`config.mk`:
```
export PLATFORM = sky130hd
export DESIGN_NAME = axi_mcast_mux
export DESIGN_NICKNAME = d
export VERILOG_FILES = /design/src/mcast_mux_pkg.sv /design/src/aw_arbiter.sv /design/src/w_route_fifo.sv /design/src/b_router.sv /design/src/axi_mcast_mux.sv
export SDC_FILE = /design/constraint.sdc
export NUM_CORES = 1
export LEC_CHECK = 0
export BUFFER_PORTS_ARGS = -buffer_cell sky130_fd_sc_hd__buf_2
export CORE_AREA = 2 2 186 188
export CTS_CLUSTER_SIZE = 30
export DETAILED_ROUTE_END_ITERATION = 12
export DIE_AREA = 0 0 188 190
export SLEW_MARGIN = 20
export SYNTH_ARGS = -nofsm -noshare
export SYNTH_HDL_FRONTEND = slang
export SYNTH_SLANG_ARGS = --single-unit
```
`constraint.sdc`:
```
create_clock -name clk_i -period 4.3 [get_ports clk_i]
set_input_delay 0.86 -clock clk_i [delete_from_list [all_inputs] [get_ports clk_i]]
set_output_delay 0.86 -clock clk_i [all_outputs]
set_load 0.1 [all_outputs]
```
`src/mcast_mux_pkg.sv`:
```
/*
 * Shared widths, port count and ID types of the multicast AXI write mux
 */
package mcast_mux_pkg;

  // Manager port count, tied to the two-bit port field of the ID
  localparam int unsigned NumSlvPorts  = 4;
  localparam int unsigned PortIdxWidth = 2;

  // AXI channel widths
  localparam int unsigned AddrWidth = 32;
  localparam int unsigned DataWidth = 32;
  localparam int unsigned StrbWidth = DataWidth / 8;
  localparam int unsigned LenWidth  = 8;
  localparam int unsigned RespWidth = 2;

  // ID widths on both sides of the mux
  localparam int unsigned SlvIdWidth = 4;
  localparam int unsigned MstIdWidth = SlvIdWidth + PortIdxWidth;

  typedef logic [PortIdxWidth-1:0] port_idx_t;
  typedef logic [SlvIdWidth-1:0]   slv_id_t;

  // Subordinate-side ID split into its two fields
  typedef struct packed {
    port_idx_t port;
    slv_id_t   id;
  } mst_id_fields_t;

  // Subordinate-side ID, seen as a plain word on the bus or as
  // the port index on top of the manager's own ID
  typedef union packed {
    logic [MstIdWidth-1:0] flat;
    mst_id_fields_t        fields;
  } mst_id_t;

endpackage

```
`src/aw_arbiter.sv`:
```
/*
 * AW arbitration: multicast by fixed priority, unicast by round-robin,
 * grant lock until acceptance, ID prepend and route queue push control
 */
module aw_arbiter (
  input  logic                                  clk_i,
  input  logic                                  reset_i,
  // Manager AW channels
  input  logic [mcast_mux_pkg::NumSlvPorts-1:0] slv_aw_valid_i,
  input  logic [mcast_mux_pkg::NumSlvPorts-1:0][mcast_mux_pkg::AddrWidth-1:0] slv_aw_addr_i,
  input  mcast_mux_pkg::slv_id_t [mcast_mux_pkg::NumSlvPorts-1:0] slv_aw_id_i,
  input  logic [mcast_mux_pkg::NumSlvPorts-1:0][mcast_mux_pkg::LenWidth-1:0] slv_aw_len_i,
  input  logic [mcast_mux_pkg::NumSlvPorts-1:0] slv_is_mcast_i,
  output logic [mcast_mux_pkg::NumSlvPorts-1:0] slv_aw_ready_o,
  // Subordinate AW channel
  output logic                                  mst_aw_valid_o,
  output logic [mcast_mux_pkg::AddrWidth-1:0]   mst_aw_addr_o,
  output mcast_mux_pkg::mst_id_t                mst_aw_id_o,
  output logic [mcast_mux_pkg::LenWidth-1:0]    mst_aw_len_o,
  input  logic                                  mst_aw_ready_i,
  // Route queue
  output logic                                  route_push_o,
  output mcast_mux_pkg::port_idx_t              route_port_o,
  input  logic                                  route_full_i
);

  logic [mcast_mux_pkg::NumSlvPorts-1:0] mcast_req;
  logic [mcast_mux_pkg::NumSlvPorts-1:0] ucast_req;

  logic                     mcast_valid;
  mcast_mux_pkg::port_idx_t mcast_port;
  logic                     ucast_valid;
  mcast_mux_pkg::port_idx_t ucast_port;
  mcast_mux_pkg::port_idx_t ucast_cand;

  logic                     sel_valid;
  mcast_mux_pkg::port_idx_t sel_port;
  logic                     aw_accept;

  // Grant lock, push flag and round-robin pointer
  logic                     lock_q;
  mcast_mux_pkg::port_idx_t lock_port_q;
  logic                     pushed_q;
  mcast_mux_pkg::port_idx_t rr_ptr_q;

  assign mcast_req = slv_aw_valid_i & slv_is_mcast_i;
  assign ucast_req = slv_aw_valid_i & ~slv_is_mcast_i;

  // --------------------------------------------------------------------------
  // Arbitration
  // --------------------------------------------------------------------------
  always_comb begin
    mcast_valid = 1'b0;
    mcast_port  = '0;
    ucast_valid = 1'b0;
    ucast_port  = '0;
    ucast_cand  = '0;
    // Lowest index multicast requester wins
    for (int unsigned i = 0; i < mcast_mux_pkg::NumSlvPorts; i++) begin
      if (!mcast_valid && mcast_req[i]) begin
        mcast_valid = 1'b1;
        mcast_port  = mcast_mux_pkg::port_idx_t'(i);
      end
    end
    // Unicast search starts at the pointer and wraps around
    for (int unsigned i = 0; i < mcast_mux_pkg::NumSlvPorts; i++) begin
      ucast_cand = rr_ptr_q + mcast_mux_pkg::port_idx_t'(i);
      if (!ucast_valid && ucast_req[ucast_cand]) begin
        ucast_valid = 1'b1;
        ucast_port  = ucast_cand;
      end
    end
  end

  // A locked grant overrides any fresh decision
  assign sel_valid = lock_q | mcast_valid | ucast_valid;
  assign sel_port  = lock_q      ? lock_port_q :
                     mcast_valid ? mcast_port  : ucast_port;

  // --------------------------------------------------------------------------
  // Subordinate AW and route queue push
  // --------------------------------------------------------------------------
  // Once pushed, the AW stays presented even if the queue fills up
  assign mst_aw_valid_o = sel_valid && (pushed_q || !route_full_i);
  assign route_push_o   = sel_valid && !pushed_q && !route_full_i;
  assign route_port_o   = sel_port;
  assign aw_accept      = mst_aw_valid_o && mst_aw_ready_i;

  always_comb begin
    mst_aw_addr_o             = slv_aw_addr_i[sel_port];
    mst_aw_len_o              = slv_aw_len_i[sel_port];
    mst_aw_id_o.fields.port   = sel_port;
    mst_aw_id_o.fields.id     = slv_aw_id_i[sel_port];
    for (int unsigned p = 0; p < mcast_mux_pkg::NumSlvPorts; p++) begin
      slv_aw_ready_o[p] = aw_accept && (sel_port == mcast_mux_pkg::port_idx_t'(p));
    end
  end

  always_ff @(posedge clk_i) begin
    if (reset_i) begin
      lock_q      <= 1'b0;
      lock_port_q <= '0;
      pushed_q    <= 1'b0;
      rr_ptr_q    <= '0;
    end else begin
      if (aw_accept) begin
        lock_q   <= 1'b0;
        pushed_q <= 1'b0;
      end else if (sel_valid) begin
        // Hold the winner until the subordinate takes it
        lock_q      <= 1'b1;
        lock_port_q <= sel_port;
        if (route_push_o) begin
          pushed_q <= 1'b1;
        end
      end
      // Multicast flag is held stable with the request it belongs to
      if (aw_accept && !slv_is_mcast_i[sel_port]) begin
        rr_ptr_q <= sel_port + mcast_mux_pkg::port_idx_t'(1);
      end
    end
  end

endmodule

```
`src/w_route_fifo.sv`:
```
/*
 * Queue of AW port decisions and W beat steering by the head entry
 */
module w_route_fifo #(
  parameter int unsigned MaxWTrans = 4
) (
  input  logic                                  clk_i,
  input  logic                                  reset_i,
  // Route decisions from the AW arbiter
  input  logic                                  route_push_i,
  input  mcast_mux_pkg::port_idx_t              route_port_i,
  output logic                                  route_full_o,
  // Manager W channels
  input  logic [mcast_mux_pkg::NumSlvPorts-1:0] slv_w_valid_i,
  input  logic [mcast_mux_pkg::NumSlvPorts-1:0][mcast_mux_pkg::DataWidth-1:0] slv_w_data_i,
  input  logic [mcast_mux_pkg::NumSlvPorts-1:0][mcast_mux_pkg::StrbWidth-1:0] slv_w_strb_i,
  input  logic [mcast_mux_pkg::NumSlvPorts-1:0] slv_w_last_i,
  output logic [mcast_mux_pkg::NumSlvPorts-1:0] slv_w_ready_o,
  // Subordinate W channel
  output logic                                  mst_w_valid_o,
  output logic [mcast_mux_pkg::DataWidth-1:0]   mst_w_data_o,
  output logic [mcast_mux_pkg::StrbWidth-1:0]   mst_w_strb_o,
  output logic                                  mst_w_last_o,
  input  logic                                  mst_w_ready_i
);

  localparam int unsigned PtrWidth = (MaxWTrans > 1) ? $clog2(MaxWTrans) : 1;
  localparam int unsigned CntWidth = $clog2(MaxWTrans + 1);

  mcast_mux_pkg::port_idx_t [MaxWTrans-1:0] queue_q;
  logic [PtrWidth-1:0]      wr_ptr_q;
  logic [PtrWidth-1:0]      rd_ptr_q;
  logic [CntWidth-1:0]      count_q;

  logic                     empty;
  logic                     push;
  logic                     pop;
  mcast_mux_pkg::port_idx_t head_port;

  // Circular increment, also for depths that are not a power of two
  function automatic logic [PtrWidth-1:0] next_ptr(input logic [PtrWidth-1:0] ptr);
    if (ptr == PtrWidth'(MaxWTrans - 1)) begin
      return '0;
    end
    return ptr + 1'b1;
  endfunction

  // --------------------------------------------------------------------------
  // Decision queue
  // --------------------------------------------------------------------------
  assign empty        = (count_q == '0);
  assign route_full_o = (count_q == CntWidth'(MaxWTrans));
  assign push         = route_push_i && !route_full_o;
  assign head_port    = queue_q[rd_ptr_q];

  always_ff @(posedge clk_i) begin
    if (push) begin
      queue_q[wr_ptr_q] <= route_port_i;
    end
  end

  always_ff @(posedge clk_i) begin
    if (reset_i) begin
      wr_ptr_q <= '0;
      rd_ptr_q <= '0;
      count_q  <= '0;
    end else begin
      if (push) begin
        wr_ptr_q <= next_ptr(wr_ptr_q);
      end
      if (pop) begin
        rd_ptr_q <= next_ptr(rd_ptr_q);
      end
      if (push && !pop) begin
        count_q <= count_q + 1'b1;
      end else if (pop && !push) begin
        count_q <= count_q - 1'b1;
      end
    end
  end

  // --------------------------------------------------------------------------
  // W steering
  // --------------------------------------------------------------------------
  always_comb begin
    mst_w_valid_o = !empty && slv_w_valid_i[head_port];
    mst_w_data_o  = slv_w_data_i[head_port];
    mst_w_strb_o  = slv_w_strb_i[head_port];
    mst_w_last_o  = slv_w_last_i[head_port];
    // Only the head port sees ready
    for (int unsigned p = 0; p < mcast_mux_pkg::NumSlvPorts; p++) begin
      slv_w_ready_o[p] = !empty && mst_w_ready_i &&
                         (head_port == mcast_mux_pkg::port_idx_t'(p));
    end
  end

  // Burst done, move on to the next decision
  assign pop = mst_w_valid_o && mst_w_ready_i && mst_w_last_o;

endmodule

```
`src/b_router.sv`:
```
/*
 * B response steering by the port field of the ID, with ID stripping
 */
module b_router (
  // Subordinate B channel
  input  logic                                  mst_b_valid_i,
  input  mcast_mux_pkg::mst_id_t                mst_b_id_i,
  input  logic [mcast_mux_pkg::RespWidth-1:0]   mst_b_resp_i,
  output logic                                  mst_b_ready_o,
  // Manager B channels
  output logic [mcast_mux_pkg::NumSlvPorts-1:0] slv_b_valid_o,
  output mcast_mux_pkg::slv_id_t [mcast_mux_pkg::NumSlvPorts-1:0] slv_b_id_o,
  output logic [mcast_mux_pkg::NumSlvPorts-1:0][mcast_mux_pkg::RespWidth-1:0] slv_b_resp_o,
  input  logic [mcast_mux_pkg::NumSlvPorts-1:0] slv_b_ready_i
);

  mcast_mux_pkg::port_idx_t b_port;

  // Upper ID bits name the manager that issued the write
  assign b_port = mst_b_id_i.fields.port;

  always_comb begin
    for (int unsigned p = 0; p < mcast_mux_pkg::NumSlvPorts; p++) begin
      slv_b_valid_o[p] = mst_b_valid_i && (b_port == mcast_mux_pkg::port_idx_t'(p));
      // Payload goes everywhere, valid picks the receiver
      slv_b_id_o[p]    = mst_b_id_i.fields.id;
      slv_b_resp_o[p]  = mst_b_resp_i;
    end
  end

  assign mst_b_ready_o = slv_b_ready_i[b_port];

endmodule

```
`src/axi_mcast_mux.sv`:
```
/*
 * Write half of a four-port AXI mux with multicast priority
 */
module axi_mcast_mux #(
  parameter int unsigned MaxWTrans = 4
) (
  input  logic                                  clk_i,
  input  logic                                  reset_i,
  // Manager AW channels
  input  logic [mcast_mux_pkg::NumSlvPorts-1:0] slv_aw_valid_i,
  input  logic [mcast_mux_pkg::NumSlvPorts-1:0][mcast_mux_pkg::AddrWidth-1:0] slv_aw_addr_i,
  input  mcast_mux_pkg::slv_id_t [mcast_mux_pkg::NumSlvPorts-1:0] slv_aw_id_i,
  input  logic [mcast_mux_pkg::NumSlvPorts-1:0][mcast_mux_pkg::LenWidth-1:0] slv_aw_len_i,
  input  logic [mcast_mux_pkg::NumSlvPorts-1:0] slv_is_mcast_i,
  output logic [mcast_mux_pkg::NumSlvPorts-1:0] slv_aw_ready_o,
  // Manager W channels
  input  logic [mcast_mux_pkg::NumSlvPorts-1:0] slv_w_valid_i,
  input  logic [mcast_mux_pkg::NumSlvPorts-1:0][mcast_mux_pkg::DataWidth-1:0] slv_w_data_i,
  input  logic [mcast_mux_pkg::NumSlvPorts-1:0][mcast_mux_pkg::StrbWidth-1:0] slv_w_strb_i,
  input  logic [mcast_mux_pkg::NumSlvPorts-1:0] slv_w_last_i,
  output logic [mcast_mux_pkg::NumSlvPorts-1:0] slv_w_ready_o,
  // Manager B channels
  output logic [mcast_mux_pkg::NumSlvPorts-1:0] slv_b_valid_o,
  output mcast_mux_pkg::slv_id_t [mcast_mux_pkg::NumSlvPorts-1:0] slv_b_id_o,
  output logic [mcast_mux_pkg::NumSlvPorts-1:0][mcast_mux_pkg::RespWidth-1:0] slv_b_resp_o,
  input  logic [mcast_mux_pkg::NumSlvPorts-1:0] slv_b_ready_i,
  // Subordinate AW channel
  output logic                                  mst_aw_valid_o,
  output logic [mcast_mux_pkg::AddrWidth-1:0]   mst_aw_addr_o,
  output mcast_mux_pkg::mst_id_t                mst_aw_id_o,
  output logic [mcast_mux_pkg::LenWidth-1:0]    mst_aw_len_o,
  input  logic                                  mst_aw_ready_i,
  // Subordinate W channel
  output logic                                  mst_w_valid_o,
  output logic [mcast_mux_pkg::DataWidth-1:0]   mst_w_data_o,
  output logic [mcast_mux_pkg::StrbWidth-1:0]   mst_w_strb_o,
  output logic                                  mst_w_last_o,
  input  logic                                  mst_w_ready_i,
  // Subordinate B channel
  input  logic                                  mst_b_valid_i,
  input  mcast_mux_pkg::mst_id_t                mst_b_id_i,
  input  logic [mcast_mux_pkg::RespWidth-1:0]   mst_b_resp_i,
  output logic                                  mst_b_ready_o
);

  // Route decisions from AW to W
  logic                     route_push;
  mcast_mux_pkg::port_idx_t route_port;
  logic                     route_full;

  aw_arbiter i_aw_arbiter (
    .clk_i          ( clk_i          ),
    .reset_i        ( reset_i        ),
    .slv_aw_valid_i ( slv_aw_valid_i ),
    .slv_aw_addr_i  ( slv_aw_addr_i  ),
    .slv_aw_id_i    ( slv_aw_id_i    ),
    .slv_aw_len_i   ( slv_aw_len_i   ),
    .slv_is_mcast_i ( slv_is_mcast_i ),
    .slv_aw_ready_o ( slv_aw_ready_o ),
    .mst_aw_valid_o ( mst_aw_valid_o ),
    .mst_aw_addr_o  ( mst_aw_addr_o  ),
    .mst_aw_id_o    ( mst_aw_id_o    ),
    .mst_aw_len_o   ( mst_aw_len_o   ),
    .mst_aw_ready_i ( mst_aw_ready_i ),
    .route_push_o   ( route_push     ),
    .route_port_o   ( route_port     ),
    .route_full_i   ( route_full     )
  );

  // The queue depth bounds the writes in flight
  w_route_fifo #(
    .MaxWTrans ( MaxWTrans )
  ) i_w_route_fifo (
    .clk_i         ( clk_i         ),
    .reset_i       ( reset_i       ),
    .route_push_i  ( route_push    ),
    .route_port_i  ( route_port    ),
    .route_full_o  ( route_full    ),
    .slv_w_valid_i ( slv_w_valid_i ),
    .slv_w_data_i  ( slv_w_data_i  ),
    .slv_w_strb_i  ( slv_w_strb_i  ),
    .slv_w_last_i  ( slv_w_last_i  ),
    .slv_w_ready_o ( slv_w_ready_o ),
    .mst_w_valid_o ( mst_w_valid_o ),
    .mst_w_data_o  ( mst_w_data_o  ),
    .mst_w_strb_o  ( mst_w_strb_o  ),
    .mst_w_last_o  ( mst_w_last_o  ),
    .mst_w_ready_i ( mst_w_ready_i )
  );

  b_router i_b_router (
    .mst_b_valid_i ( mst_b_valid_i ),
    .mst_b_id_i    ( mst_b_id_i    ),
    .mst_b_resp_i  ( mst_b_resp_i  ),
    .mst_b_ready_o ( mst_b_ready_o ),
    .slv_b_valid_o ( slv_b_valid_o ),
    .slv_b_id_o    ( slv_b_id_o    ),
    .slv_b_resp_o  ( slv_b_resp_o  ),
    .slv_b_ready_i ( slv_b_ready_i )
  );

endmodule

```
# Yosys cells after proc, flatten, opt, wreduce, memory -nomap -nowiden
# Index checks and enable logic that the tools add are counted.
[word_totals] reg_bits=21 output_inout_bits=122 word_cells=159
[classes] n_addsub=8 n_lt_le_gt_ge=10 n_eq_ne=12 muxes=60 bitwise=6 reduce_logical=52
[ops] op="32-bit binary-select mux with 2-bit select" count=2
[ops] op="32-bit 2-to-1 mux" count=2
[ops] op="1-bit logical AND" count=31
[ops] op="2-bit 2-to-1 mux" count=14
[ops] op="2-bit by 3-bit < comparator with 1-bit output, second input constant" count=9
[ops] op="1-bit 2-to-1 mux" count=23
[ops] op="1-bit binary-select mux with 2-bit select" count=8
[ops] op="4-bit binary-select mux with 2-bit select" count=2
[ops] op="8-bit binary-select mux with 2-bit select" count=1
[ops] op="2-bit == test, second input constant" count=8
[ops] op="1-bit logical NOT" count=12
[ops] op="2-bit by 1-bit adder with 2-bit output, second input constant" count=4
[ops] op="4-bit AND" count=2
[ops] op="8-bit bitwise mux" count=1
[ops] op="4-bit 2-to-1 mux" count=2
[ops] op="8-bit 2-to-1 mux" count=1
[ops] op="2-bit by 1-bit == test with 1-bit output, second input constant" count=3
[ops] op="2-bit logical NOT" count=3
[ops] op="3-bit 2-to-1 mux" count=2
[ops] op="2-bit adder, second input constant" count=2
[ops] op="2-bit binary-select mux with 2-bit select" count=1
[ops] op="2-bit demux with 2-bit select" count=1
[ops] op="4-bit inverter" count=1
[ops] op="2-bit AND reduction" count=2
[ops] op="other kinds (10)" count=11

# Longest topological paths before layout
# Gate-level depths: netlist of run 1.
[logic_depth] depth_word=22 mapped_depth=10 depth_no_buf=9

# Cells and area by module
# Synthesis of run 1 repeated with hierarchy kept, for this count alone.
[hier_totals] hier_cells=371 area_unflattened_um2=3995.1
[by_module_without_submodules] mod="aw_arbiter" n_inst=1 cells_per_inst=221 area_per_inst_um2=2006.9
[by_module_without_submodules] mod="w_route_fifo" n_inst=1 cells_per_inst=121 area_per_inst_um2=1750.4
[by_module_without_submodules] mod="b_router" n_inst=1 cells_per_inst=29 area_per_inst_um2=237.7

# Worst setup path before layout of run 1
# No wires, ideal clock.
[synth_path] path_kind="input to output" startpoint="in slv_aw_valid_i[2] (netlist bit)" endpoint="out slv_aw_ready_o[2] (netlist bit)" t_arrival_ns=3.860 setup_slack_ns=-0.420 cell_stages=8 n_path_buf=1 cell_sequence="nor2b_1 > a311oi_1 > o211ai_1 > nand2_1 > inv_2 > buf_1 > ha_1 > and3_1"
[synth_lines] element="start: declaration" line="axi_mcast_mux.sv:10" source="input logic [mcast_mux_pkg::NumSlvPorts-1:0] slv_aw_valid_i,"
[synth_lines] element="end: declaration" line="axi_mcast_mux.sv:15" source="output logic [mcast_mux_pkg::NumSlvPorts-1:0] slv_aw_ready_o,"

==> out/metrics.csv, run 1 <==
metric;value;unit
status;finished, final reports clean;
Seq/Total Area, Yosys;14.4;%
Setup TNS;0;ns
drt wl/cell;19.9;um
Detailed Route Iter0 Violations;123;
area growth from synthesis to layout;89.1;%
RSZ-0062 raised after global routing;false;
Die W;188;um
DRC viols;0;
crit path kind;input pin to primary output;
CTS Buf Count;3;
M1 WL;7470;um
Pleak;3.08;nW
final hold violations;0;
first-pass GRT wire length;30900;um
storage element area;500;um^2
Post-CTS Resized;0;
CP Cell Sequence;buf_2 -> or3b_1 -> a21boi_1 -> o2111ai_1 -> o21ai_4 -> buf_12 -> mux4_2 -> buf_2;
#FFs+latches synth;21;
syn nets;628;
fmax;249;MHz
ys async rst share;0;%
postcts setup bufs;0;
Gate power share;89.5;%
Antenna Violating Nets Remaining;0;
Core Util, Final;19.4;%
CP Capture Type;primary output;
Post-synth EDFFs;8;
net switching power;3.29;mW
Post-DP HPWL;21100;um
fin crit period;4.01;ns
Ports;475;
Crit path max-delay family;buffers and inverters;
Sequential Power Share;6.2;%
GPL Wtd Cong;0.946;
CTS tree;yes;
Synth Area per Inst;13.2;um^2
synthesized area;3480;um^2
Critical Path Most Common Cell;buf_2;
Internal;1.51;mW
Clock Latency Late Sink;0.26;ns
Sw Share;68.6;%
total power;4.80;mW
Worst-Margin Slew;0.899;ns
number of fill cells in the layout;3767;
port bufs;444;
worst clock skew;0.00557;ns
VDD IR max;0.443;mV
drt first pass iters;4;
met2 wire length;12200;um
row cnt;68;
vias post-DR;4322;
critical path arrival;3.15;ns
total wire length;22500;um
slowest cell on the critical path;mux4_2;
GRT Total Usage;12.2;%
Critical Path Max Stage Delay;0.58;ns
die height;190;um
vias per cell;3.81;
fin. max-slew vios;0;
vias in the first global route;4518;
Worst Path Buf+Inv;3;
nets@finish;1042;
Crit Path Max Fanout;40;
Worst Setup Start Kind;input pin;
Hold Path Class;register to register;
pwr/cell area;730;nW/um^2
largest net degree at the start of global routing;43;
area of the multi-input gates;2670;um^2
Die ar.;35700;um^2
CP Data Required Time;3.44;ns
Mapped Cells;264;
Clock Sinks;21;
met3 WL;2190;um
clock tree buffer depth;2;
layout cells sized above 1;81.2;%
Syn. warnings;0;
antenna violations before repair;16;
initial core utilization;10.2;%
Final setup viols;0;
cts hold-fix bufs;0;
relative slew slack;39.7;%
total gr overflow;0;
number of distinct library cells after synthesis;43;
core box area;33900;um^2
hold_ws;0.506;ns
Max-Cap Viols;0;
Max Used Layer;met5;
clock slew at reported path FFs;0.06;ns
clk root buf;clkbuf_16;
Primary FF master, synth;dfxtp_1;
htree depth;1;
Final period util;93.3;%
clock network fraction of total power;4.3;%
-- synth_stat cells, types with 2 or more instances --
library cell | instances | area share [%]
nand3b_1 | 2 | 0.43
a211oi_1 | 2 | 0.43
inv_2 | 2 | 0.22
dfxtp_1 | 13 | 7.5
nand2_1 | 9 | 0.97
and3_1 | 7 | 1.3
and2_1 | 5 | 0.90
nor3_1 | 4 | 0.58
mux4_2 | 85 | 55
buf_6 | 4 | 1.3
o2111ai_1 | 3 | 0.76
o211ai_1 | 3 | 0.65
inv_1 | 9 | 0.97
a22oi_1 | 2 | 0.43
clkbuf_1 | 6 | 0.65
nand2b_1 | 2 | 0.36
edfxtp_1 | 8 | 6.9
buf_4 | 25 | 5.4
a311oi_1 | 2 | 0.50
ha_1 | 10 | 3.6
nor2b_1 | 4 | 0.72
or3_1 | 2 | 0.36
nor3b_1 | 3 | 0.65
buf_2 | 5 | 0.72
or3b_1 | 2 | 0.50
nor2_1 | 14 | 1.5
xor2_1 | 2 | 0.50
o21ai_0 | 3 | 0.43
buf_1 | 3 | 0.32
a21oi_1 | 6 | 0.86
mux2i_1 | 5 | 1.4
-- registers in the layout, summed over array words and instances, names as in the netlist --
signal / cells
i_w_route_fifo.count_q: 3
i_aw_arbiter.lock_q: 1
i_aw_arbiter.lock_port_q: 2
i_w_route_fifo.wr_ptr_q: 2
i_aw_arbiter.rr_ptr_q: 2
i_w_route_fifo.queue_q: 8
i_w_route_fifo.rd_ptr_q: 2
i_aw_arbiter.pushed_q: 1
-- final timing paths --
kind,depth (start not counted),slack [ns],start,end
setup / recovery,8,0.29,slv_is_mcast_i[2],mst_aw_id_o[3]
hold reg to reg,2,0.51,i_aw_arbiter.pushed_q$_SDFFE_PP0P_,i_aw_arbiter.pushed_q$_SDFFE_PP0P_
hold / removal,2,0.51,i_aw_arbiter.pushed_q$_SDFFE_PP0P_,i_aw_arbiter.pushed_q$_SDFFE_PP0P_
setup reg to reg,9,0.95,i_w_route_fifo.rd_ptr_q[0]$_SDFFE_PP0P_,i_w_route_fifo.count_q[2]$_SDFFE_PP0P_
-- worst min-delay path, cell delays in order, from the launching register on --
cell,delay [ns]
dfxtp_1,0.32
nor2_1,0.10
nor3_1,0.04
-- logic make-up (layout without fill, tap and decap cells) --
group / after synthesis / count (layout) / synth area share (%)
AOI/OAI and AO/OA: 27 / 27 / 5.51
and+or+nand+nor: 58 / 58 / 9.03
DFF: 21 / 21 / 14.4
adders and majority gates: 11 / 11 / 4.17
buffers and inverters: 54 / 467 / 9.57
other: 0 / 3 / 0
xor gates and xnor gates: 2 / 2 / 0.504
muxes: 91 / 91 / 56.8
-- metal layers --
layer  vias to the layer above  track usage [%]
met5                         -                0
met4                        18             3.79
met3                        59             3.89
met2                       309             24.0
met1                      2020             12.0
li1                       1916                -
-- cells in the final DEF (no fill, tap or decap), drive strengths merged, types with 3 or more instances in the layout --
cell type and count:
a21oi 6, and2 5, and3 7, buf 452, clkbuf 3, dfxtp 13, diode 3, edfxtp 8
ha 10, inv 11, mux2i 5, mux4 85, nand2 9, nor2 15, nor2b 4, nor3 4
nor3b 3, o2111ai 3, o211ai 3, o21ai 4, or3b 3
-- cell type report --
| class | count | area share, % |
|---|---|---|
| Clock buffer | 3 | 1.14 |
| Clock inverter | 1 | 0.0761 |
| Tap cell | 455 | 8.66 |
| Antenna cell | 3 | 0.114 |
| Sequential cell | 21 | 7.61 |
| Inverter | 11 | 0.628 |
| Timing Repair Buffer | 452 | 41.2 |
| Multi-Input combinational cell | 189 | 40.5 |
-- power groups by stage --
stage               clock [mW]  sequential, mW  combinational [mW]
floorplan                    0           0.293                3.56
global placement             0           0.300                4.34
detailed placement           0           0.302                4.36
CTS                      0.209           0.298                4.36
global route             0.216           0.306                4.47
finish                   0.205           0.298                4.30
-- metrics by stage --
| step | worst slack (ns) | instance area, um^2 | instances |
|---|---|---|---|
| 6_report | 0.288 | 6580 | 1135 |
| 3_3_place_gp | 0.270 | 6490 | 1128 |
| 5_1_grt | 0.124 | 6570 | 1134 |
| 4_1_cts | 0.246 | 6570 | 1132 |
| 2_1_floorplan | 0.0809 | 3500 | 264 |
| 3_5_place_dp | 0.269 | 6490 | 1128 |
Note: power is estimated with default switching activity, not from simulation.
==> run 2, diff against run 1 <==
Settings changed: SETUP_SLACK_MARGIN set to 0.5.
==> out/metrics.csv, run 2 (synthesis gave the netlist of run 1 again) <==
metric;value;unit;change
status;finished, final reports clean;;unchanged
Critical Path Max Stage Delay;0.56;ns;was 0.58 ns
drt wl/cell;20.3;um;was 19.9 um
Sequential Power Share;6.1;%;was 6.2%
Setup TNS;0;ns;unchanged
cts hold-fix bufs;0;;unchanged
clk root buf;clkbuf_16;;unchanged
GRT Total Usage;12.0;%;was 12.2%
net switching power;3.34;mW;was 3.29 mW
Worst-Margin Slew;0.899;ns;about the same
RSZ-0062 raised after global routing;true;;was false
CP Cell Sequence;buf_8 -> or3b_4 -> a21boi_2 -> o2111ai_2 -> o21ai_4 -> buf_12 -> buf_16 -> mux4_2 -> buf_12;;was buf_2 -> or3b_1 -> a21boi_1 -> o2111ai_1 -> o21ai_4 -> buf_12 -> mux4_2 -> buf_2
Sw Share;67.8;%;was 68.6%
drt first pass iters;4;;unchanged
DRC viols;0;;unchanged
antenna violations before repair;11;;was 16
vias in the first global route;4448;;was 4518
total gr overflow;0;;unchanged
hold_ws;0.508;ns;was 0.506 ns
met2 GRT Util;24.4;%;was 24.0%
total wire length;23200;um;was 22500 um
initial core utilization;10.2;%;unchanged
relative slew slack;39.7;%;about the same
Crit Path Max Fanout;6;;was 40
Die W;188;um;unchanged
layout cells sized above 1;82.8;%;was 81.2%
hold path start;i_aw_arbiter.pushed_q$_SDFFE_PP0P_;;unchanged
number of fill cells in the layout;3700;;was 3767
GPL Wtd Cong;0.933;;was 0.946
Core Util, Final;20.2;%;was 19.4%
fmax;264;MHz;was 249 MHz
Clock Sinks;21;;unchanged
vias post-DR;4359;;was 4322
Worst Setup Start Kind;input pin;;unchanged
GR peak layer;met2;;unchanged
Pleak;3.20;nW;was 3.08 nW
CP Data Required Time;3.44;ns;about the same
fin. max-slew vios;0;;unchanged
most frequent cells in the layout;buf_2 (394), mux4_2 (84), buf_6 (31);;was buf_2 (417), mux4_2 (84), buf_12 (29)
critical path arrival;2.93;ns;was 3.15 ns
M3 GR Usage;3.50;%;was 3.89%
pwr/cell area;718;nW/um^2;was 730 nW/um^2
Worst Path Buf+Inv;4;;was 3
Crit path max-delay family;buffers and inverters;;unchanged
most common cell after layout, fill and taps aside;buf_2;;unchanged
grt met1 use;11.5;%;was 12.0%
area of the multi-input gates;2710;um^2;was 2670 um^2
Final setup viols;0;;unchanged
htree depth;1;;unchanged
port bufs;444;;unchanged
crit path kind;input pin to primary output;;unchanged
CTS tree;yes;;unchanged
VDD IR max;0.404;mV;was 0.443 mV
largest register by flop count;i_w_route_fifo.queue_q;;unchanged
worst clock skew;0.00352;ns;was 0.00557 ns
Die ar.;35700;um^2;unchanged
Max-Cap Viols;0;;unchanged
row cnt;68;;unchanged
Post-DP HPWL;20200;um;was 21100 um
core box area;33900;um^2;unchanged
CP Capture Type;primary output;;unchanged
clock slew at reported path FFs;0.06;ns;about the same
Critical Path Most Common Cell;buf_12;;was buf_2
Ports;475;;unchanged
Hold Path Class;register to register;;unchanged
max reg flops;8;;unchanged
storage element area;500;um^2;unchanged
biggest regs;i_w_route_fifo.queue_q: 8 flops, i_w_route_fifo.count_q: 3 flops;;unchanged
die height;190;um;unchanged
fin crit period;3.79;ns;was 4.01 ns
R2R Path Start;i_w_route_fifo.rd_ptr_q[0]$_SDFFE_PP0P_;;unchanged
CTS Buf Count;3;;unchanged
Gate power share;90.0;%;was 89.5%
area growth from synthesis to layout;97.4;%;was 89.1%
vias per cell;3.81;;about the same
Clock Latency Late Sink;0.25;ns;was 0.26 ns
clock network fraction of total power;4.0;%;was 4.3%
nets@finish;1053;;was 1042
slowest cell on the critical path;mux4_2;;unchanged
Detailed Route Iter0 Violations;117;;was 123
clock tree buffer depth;2;;unchanged
Antenna Violating Nets Remaining;0;;unchanged
worst setup path start;slv_is_mcast_i[2];;unchanged
Place WS;0.232;ns;was 0.269 ns
Internal;1.58;mW;was 1.51 mW
largest net degree at the start of global routing;41;;was 43
final hold violations;0;;unchanged
Final Worst Setup Slack;0.509;ns;was 0.288 ns
Final period util;88.2;%;was 93.3%
first-pass GRT wire length;30100;um;was 30900 um
## run 2: power by group through the flow
stage          combinational, mW  sequential, mW  clock [mW]
2_1_floorplan               3.57           0.294           0
3_3_place_gp                4.23           0.302           0
3_5_place_dp                4.25           0.304           0
4_1_cts                     4.41           0.300       0.200
5_1_grt                     4.61           0.308       0.206
6_report                    4.43           0.300       0.195
## run 2: layout make-up
class | instances | area share (%)
tap | 455 | 8.30
multi-input combinational | 189 | 39.5
clock inverter | 1 | 0.0729
antenna | 2 | 0.0729
timing repair buffer | 463 | 43.1
clock buffer | 3 | 1.09
inverter | 11 | 0.602
sequential | 21 | 7.29
## run 2: metrics by stage
| step | power, mW | std cells | instance area, um^2 |
|---|---|---|---|
| floorplan | 3.86 | 264 | 3510 |
| global placement | 4.54 | 1127 | 6250 |
| detailed placement | 4.56 | 1127 | 6250 |
| CTS | 4.91 | 1139 | 6640 |
| global route | 5.12 | 1145 | 6860 |
| finish | 4.93 | 1145 | 6860 |
## run 2: per-layer routing
metal	part of all wire (%)	vias to the layer above
li1	-	1938
met1	32	2067
met2	56	299
met3	9.1	43
met4	2.3	12
met5	0.31	-
## run 2: final timing paths
path              slack, ns                                     end  depth (start not counted)
setup / recovery       0.51                         mst_aw_len_o[0]                          9
hold / removal         0.51      i_aw_arbiter.pushed_q$_SDFFE_PP0P_                          2
setup reg to reg       1.03  i_w_route_fifo.count_q[2]$_SDFFE_PP0P_                          9
hold reg to reg        0.51      i_aw_arbiter.pushed_q$_SDFFE_PP0P_                          2
## run 2: what timing repair did
item / 4_1_cts / 5_1_grt
pin swaps: 3 / 2
hold endpoints to repair: 0 / 0
gates resized for setup: 60 / 39
endpoints found under the setup margin: 47 / 46
buffers inserted: 5 / 1
cloned: 3 / 3
## run 2: worst register-to-register path: cells and delay by family (launching register included)
kind	cells	cell delay (ns)
compound gates	1	0.13
xor+xnor	1	0.17
fa+ha+maj	2	0.64
buf+inv	1	0.07
flops	1	0.43
mux	2	1.24
simple gates	2	0.51
==> run 3, diff against run 2 <==
Settings changed: SYNTH_HIERARCHICAL set to 1.
==> out/metrics.csv, run 3 <==
metric;value;unit;change
VDD IR max;0.657;mV;was 0.404 mV
total gr overflow;0;;unchanged
Final period util;87.7;%;was 88.2%
area growth from synthesis to layout;109;%;was 97.4%
hold path depth;2;;unchanged
vias per cell;3.90;;was 3.81
DRC viols;0;;unchanged
largest register by flop count;i_w_route_fifo/queue_q;;was i_w_route_fifo.queue_q
Ports;475;;unchanged
Hold Path Class;register to register;;unchanged
Worst Path Buf+Inv;5;;was 4
relative slew slack;58.9;%;was 39.7%
met2 GRT Util;27.6;%;was 24.4%
CP Cell Sequence;buf_2 -> and2_1 -> a221oi_2 -> nor2_1 -> o31ai_4 -> buf_6 -> buf_12 -> buf_8 -> mux2i_2 -> mux2i_4 -> buf_12;;was buf_8 -> or3b_4 -> a21boi_2 -> o2111ai_2 -> o21ai_4 -> buf_12 -> buf_16 -> mux4_2 -> buf_12
r2r endpoint;i_w_route_fifo/count_q[2]$_SDFFE_PP0P_;;was i_w_route_fifo.count_q[2]$_SDFFE_PP0P_
Syn. warnings;6;;was 0
CP Data Required Time;3.44;ns;about the same
RSZ-0062 raised after global routing;true;;unchanged
drt wl/cell;19.9;um;was 20.3 um
drt first pass iters;6;;was 4
critical path arrival;2.91;ns;was 2.93 ns
syn nets;731;;was 628
Crit path max-delay family;buffers and inverters;;unchanged
biggest regs;i_w_route_fifo/queue_q: 8 flops, i_w_route_fifo/count_q: 3 flops;;was i_w_route_fifo.queue_q: 8 flops, i_w_route_fifo.count_q: 3 flops
GPL Wtd Cong;0.818;;was 0.933
Die ar.;35700;um^2;unchanged
Antenna Violating Nets Remaining;0;;unchanged
htree depth;1;;unchanged
most instantiated cells after synthesis;mux2i_1 (146), mux4_2 (38), buf_4 (32);;was mux4_2 (85), buf_4 (25), nor2_1 (14)
synthesized area;4000;um^2;was 3480 um^2
Clock Sinks;21;;unchanged
clk root buf;clkbuf_16;;unchanged
CTS tree;yes;;unchanged
hold path start;i_aw_arbiter/lock_port_q[1]$_SDFFE_PP0P_;;was i_aw_arbiter.pushed_q$_SDFFE_PP0P_
worst clock skew;0.00142;ns;was 0.00352 ns
Primary FF master, synth;dfxtp_1;;unchanged
Seq/Total Area, Yosys;12.5;%;was 14.4%
hold_ws;0.498;ns;was 0.508 ns
largest net degree at the start of global routing;36;;was 41
Worst R2R Setup Slack;0.87;ns;was 1.03 ns
Worst R2R Path Depth;12;;was 9
most common cell in the synthesized netlist;mux2i_1;;was mux4_2
core box area;33900;um^2;unchanged
Setup TNS;0;ns;unchanged
first-pass GRT wire length;32600;um;was 30100 um
final hold violations;0;;unchanged
Max-Cap Viols;0;;unchanged
most frequent cells in the layout;buf_2 (392), mux2i_2 (54), mux2i_4 (50);;was buf_2 (394), mux4_2 (84), buf_6 (31)
#FFs+latches synth;21;;unchanged
cts hold-fix bufs;0;;unchanged
number of fill cells in the layout;3609;;was 3700
vias in the first global route;5048;;was 4448
row cnt;68;;unchanged
Critical Path Max Stage Delay;0.28;ns;was 0.56 ns
Critical Path Most Common Cell;buf_12;;unchanged
status;finished, final reports clean;;unchanged
Post-synth EDFFs;8;;unchanged
CP Capture Type;primary output;;unchanged
storage element area;500;um^2;unchanged
fin. max-slew vios;0;;unchanged
Worst Setup Start Kind;input pin;;unchanged
Worst-Margin Slew;0.616;ns;was 0.899 ns
antenna violations before repair;13;;was 11
nets@finish;1152;;was 1053
most common cell after layout, fill and taps aside;buf_2;;unchanged
R2R Path Start;i_w_route_fifo/rd_ptr_q[0]$_SDFFE_PP0P_;;was i_w_route_fifo.rd_ptr_q[0]$_SDFFE_PP0P_
port bufs;444;;unchanged
crit path kind;input pin to primary output;;unchanged
share of Yosys cell area claimed by the top area cell type;36.6;%;was 55.1%
Pleak;3.69;nW;was 3.20 nW
Core Util, Final;24.6;%;was 20.2%
clock tree buffer depth;2;;unchanged
fmax;265;MHz;was 264 MHz
Clock Latency Late Sink;0.25;ns;about the same
GRT Total Usage;12.5;%;was 12.0%
fin crit period;3.77;ns;was 3.79 ns
ranking of synthesized cells by area;mux2i_1 (37%), mux4_2 (21%), dfxtp_1 (6.5%), buf_4 (6.0%), edfxtp_1 (6.0%);;was mux4_2 (55%), dfxtp_1 (7.5%), edfxtp_1 (6.9%), buf_4 (5.4%), ha_1 (3.6%)
die height;190;um;unchanged
vias post-DR;4877;;was 4359
Crit Path Max Fanout;9;;was 6
number of distinct library cells after synthesis;45;;was 43
Post-DP HPWL;21500;um;was 20200 um
worst hold path endpoint;i_aw_arbiter/lock_port_q[1]$_SDFFE_PP0P_;;was i_aw_arbiter.pushed_q$_SDFFE_PP0P_
clock slew at reported path FFs;0.05;ns;was 0.06 ns
CTS Buf Count;3;;unchanged
top cell type by total area after synthesis;mux2i_1;;was mux4_2
layout cells sized above 1;80.3;%;was 82.8%
Detailed Route Iter0 Violations;79;;was 117
ys async rst share;0;%;unchanged
initial core utilization;11.8;%;was 10.2%
pwr/cell area;720;nW/um^2;was 718 nW/um^2
area of the multi-input gates;3900;um^2;was 2710 um^2
Mapped Cells;371;;was 264
GR peak layer;met2;;unchanged
Final setup viols;0;;unchanged
Die W;188;um;unchanged
total wire length;24900;um;was 23200 um
max reg flops;8;;unchanged
Synth Area per Inst;10.8;um^2;was 13.2 um^2
M3 GR Usage;2.95;%;was 3.50%
slowest cell on the critical path;a221oi_2;;was mux4_2
grt met1 use;11.1;%;was 11.5%
run 3: cell count changes in the layout (fill, tap and decap cells not counted), sizes merged, moves of 3 or more:
cell     previous run  this run
nor2b               4         8
clkbuf              5        14
o211ai              3         0
o2111ai             3         0
mux2i               5       146
mux4               85        39
or3b                3         0
ha                 10         6
a21oi               6         2
run 3: where the power goes:
group | switching (mW) | internal [mW] | leakage [nW] | total (mW)
Sequential | 0.0457 | 0.268 | 0.182 | 0.313
Clock | 0.0694 | 0.125 | 0.0409 | 0.194
Combinational | 3.83 | 1.67 | 3.46 | 5.50
run 3: stage by stage:
step                      area [um^2]  cells  worst slack, ns  power [mW]
after floorplan                  4420    371            0.169        4.62
after global placement           7470   1228            0.295        5.51
after detailed placement         7470   1228            0.307        5.55
after CTS                        7680   1235            0.410        5.81
after global routing             8340   1248            0.414        6.22
final                            8340   1249            0.530        6.00
run 3: cells by family (layout without fill, tap and decap cells):
logic type | Yosys count | in the layout | synth area share [%]
buffers and inverters | 65 | 485 | 11.2
adder cells (fa/ha/maj) | 7 | 7 | 2.38
multiplexers | 188 | 188 | 59.6
AO/OA/AOI/OAI | 21 | 21 | 4.51
flip-flops | 21 | 21 | 12.5
AND/OR/NAND/NOR | 67 | 67 | 9.36
other | 0 | 3 | 0
XOR/XNOR | 2 | 2 | 0.439
run 3: cell type report:
cell class | count | area share (%)
Timing Repair Buffer | 472 | 39.0
Clock inverter | 1 | 0.0600
Tap cell | 455 | 6.82
Sequential cell | 21 | 6.00
Clock buffer | 3 | 0.900
Inverter | 9 | 0.405
Multi-Input combinational cell | 285 | 46.7
Antenna cell | 3 | 0.0900
run 3: metal layers:
metal | share of wire (%) | wire, um
met5 | 0.093 | 23
met4 | 1.9 | 469
met3 | 7.4 | 1840
met2 | 60 | 14900
met1 | 31 | 7660
run 3: repair_timing:
action / 4_1_cts / 5_1_grt
gates resized for setup: 16 / 107
pin swaps: 0 / 1
endpoints found under the setup margin: 32 / 52
buffers inserted: 1 / 5
gates cloned: 2 / 6
run 3: worst register-to-register path: cells and delay by family (launching register included):
kind            cells  cell delay, ns
simple gates        2            0.54
xor+xnor            1            0.17
fa+ha+maj           2            0.54
compound gates      1            0.14
buf+inv             3            0.44
mux                 3            1.06
flops               1            0.47
run 3: worst max path at each step:
stage                      start                 to  depth (start not counted)
6_report       slv_aw_valid_i[2]  mst_aw_addr_o[16]                         11
2_1_floorplan  slv_is_mcast_i[0]  mst_aw_addr_o[26]                          6
3_5_place_dp   slv_aw_valid_i[2]  mst_aw_addr_o[26]                         10
3_3_place_gp   slv_aw_valid_i[2]  mst_aw_addr_o[26]                         10
5_1_grt        slv_aw_valid_i[2]  mst_aw_addr_o[16]                         11
4_1_cts        slv_aw_valid_i[2]  mst_aw_addr_o[26]                         10
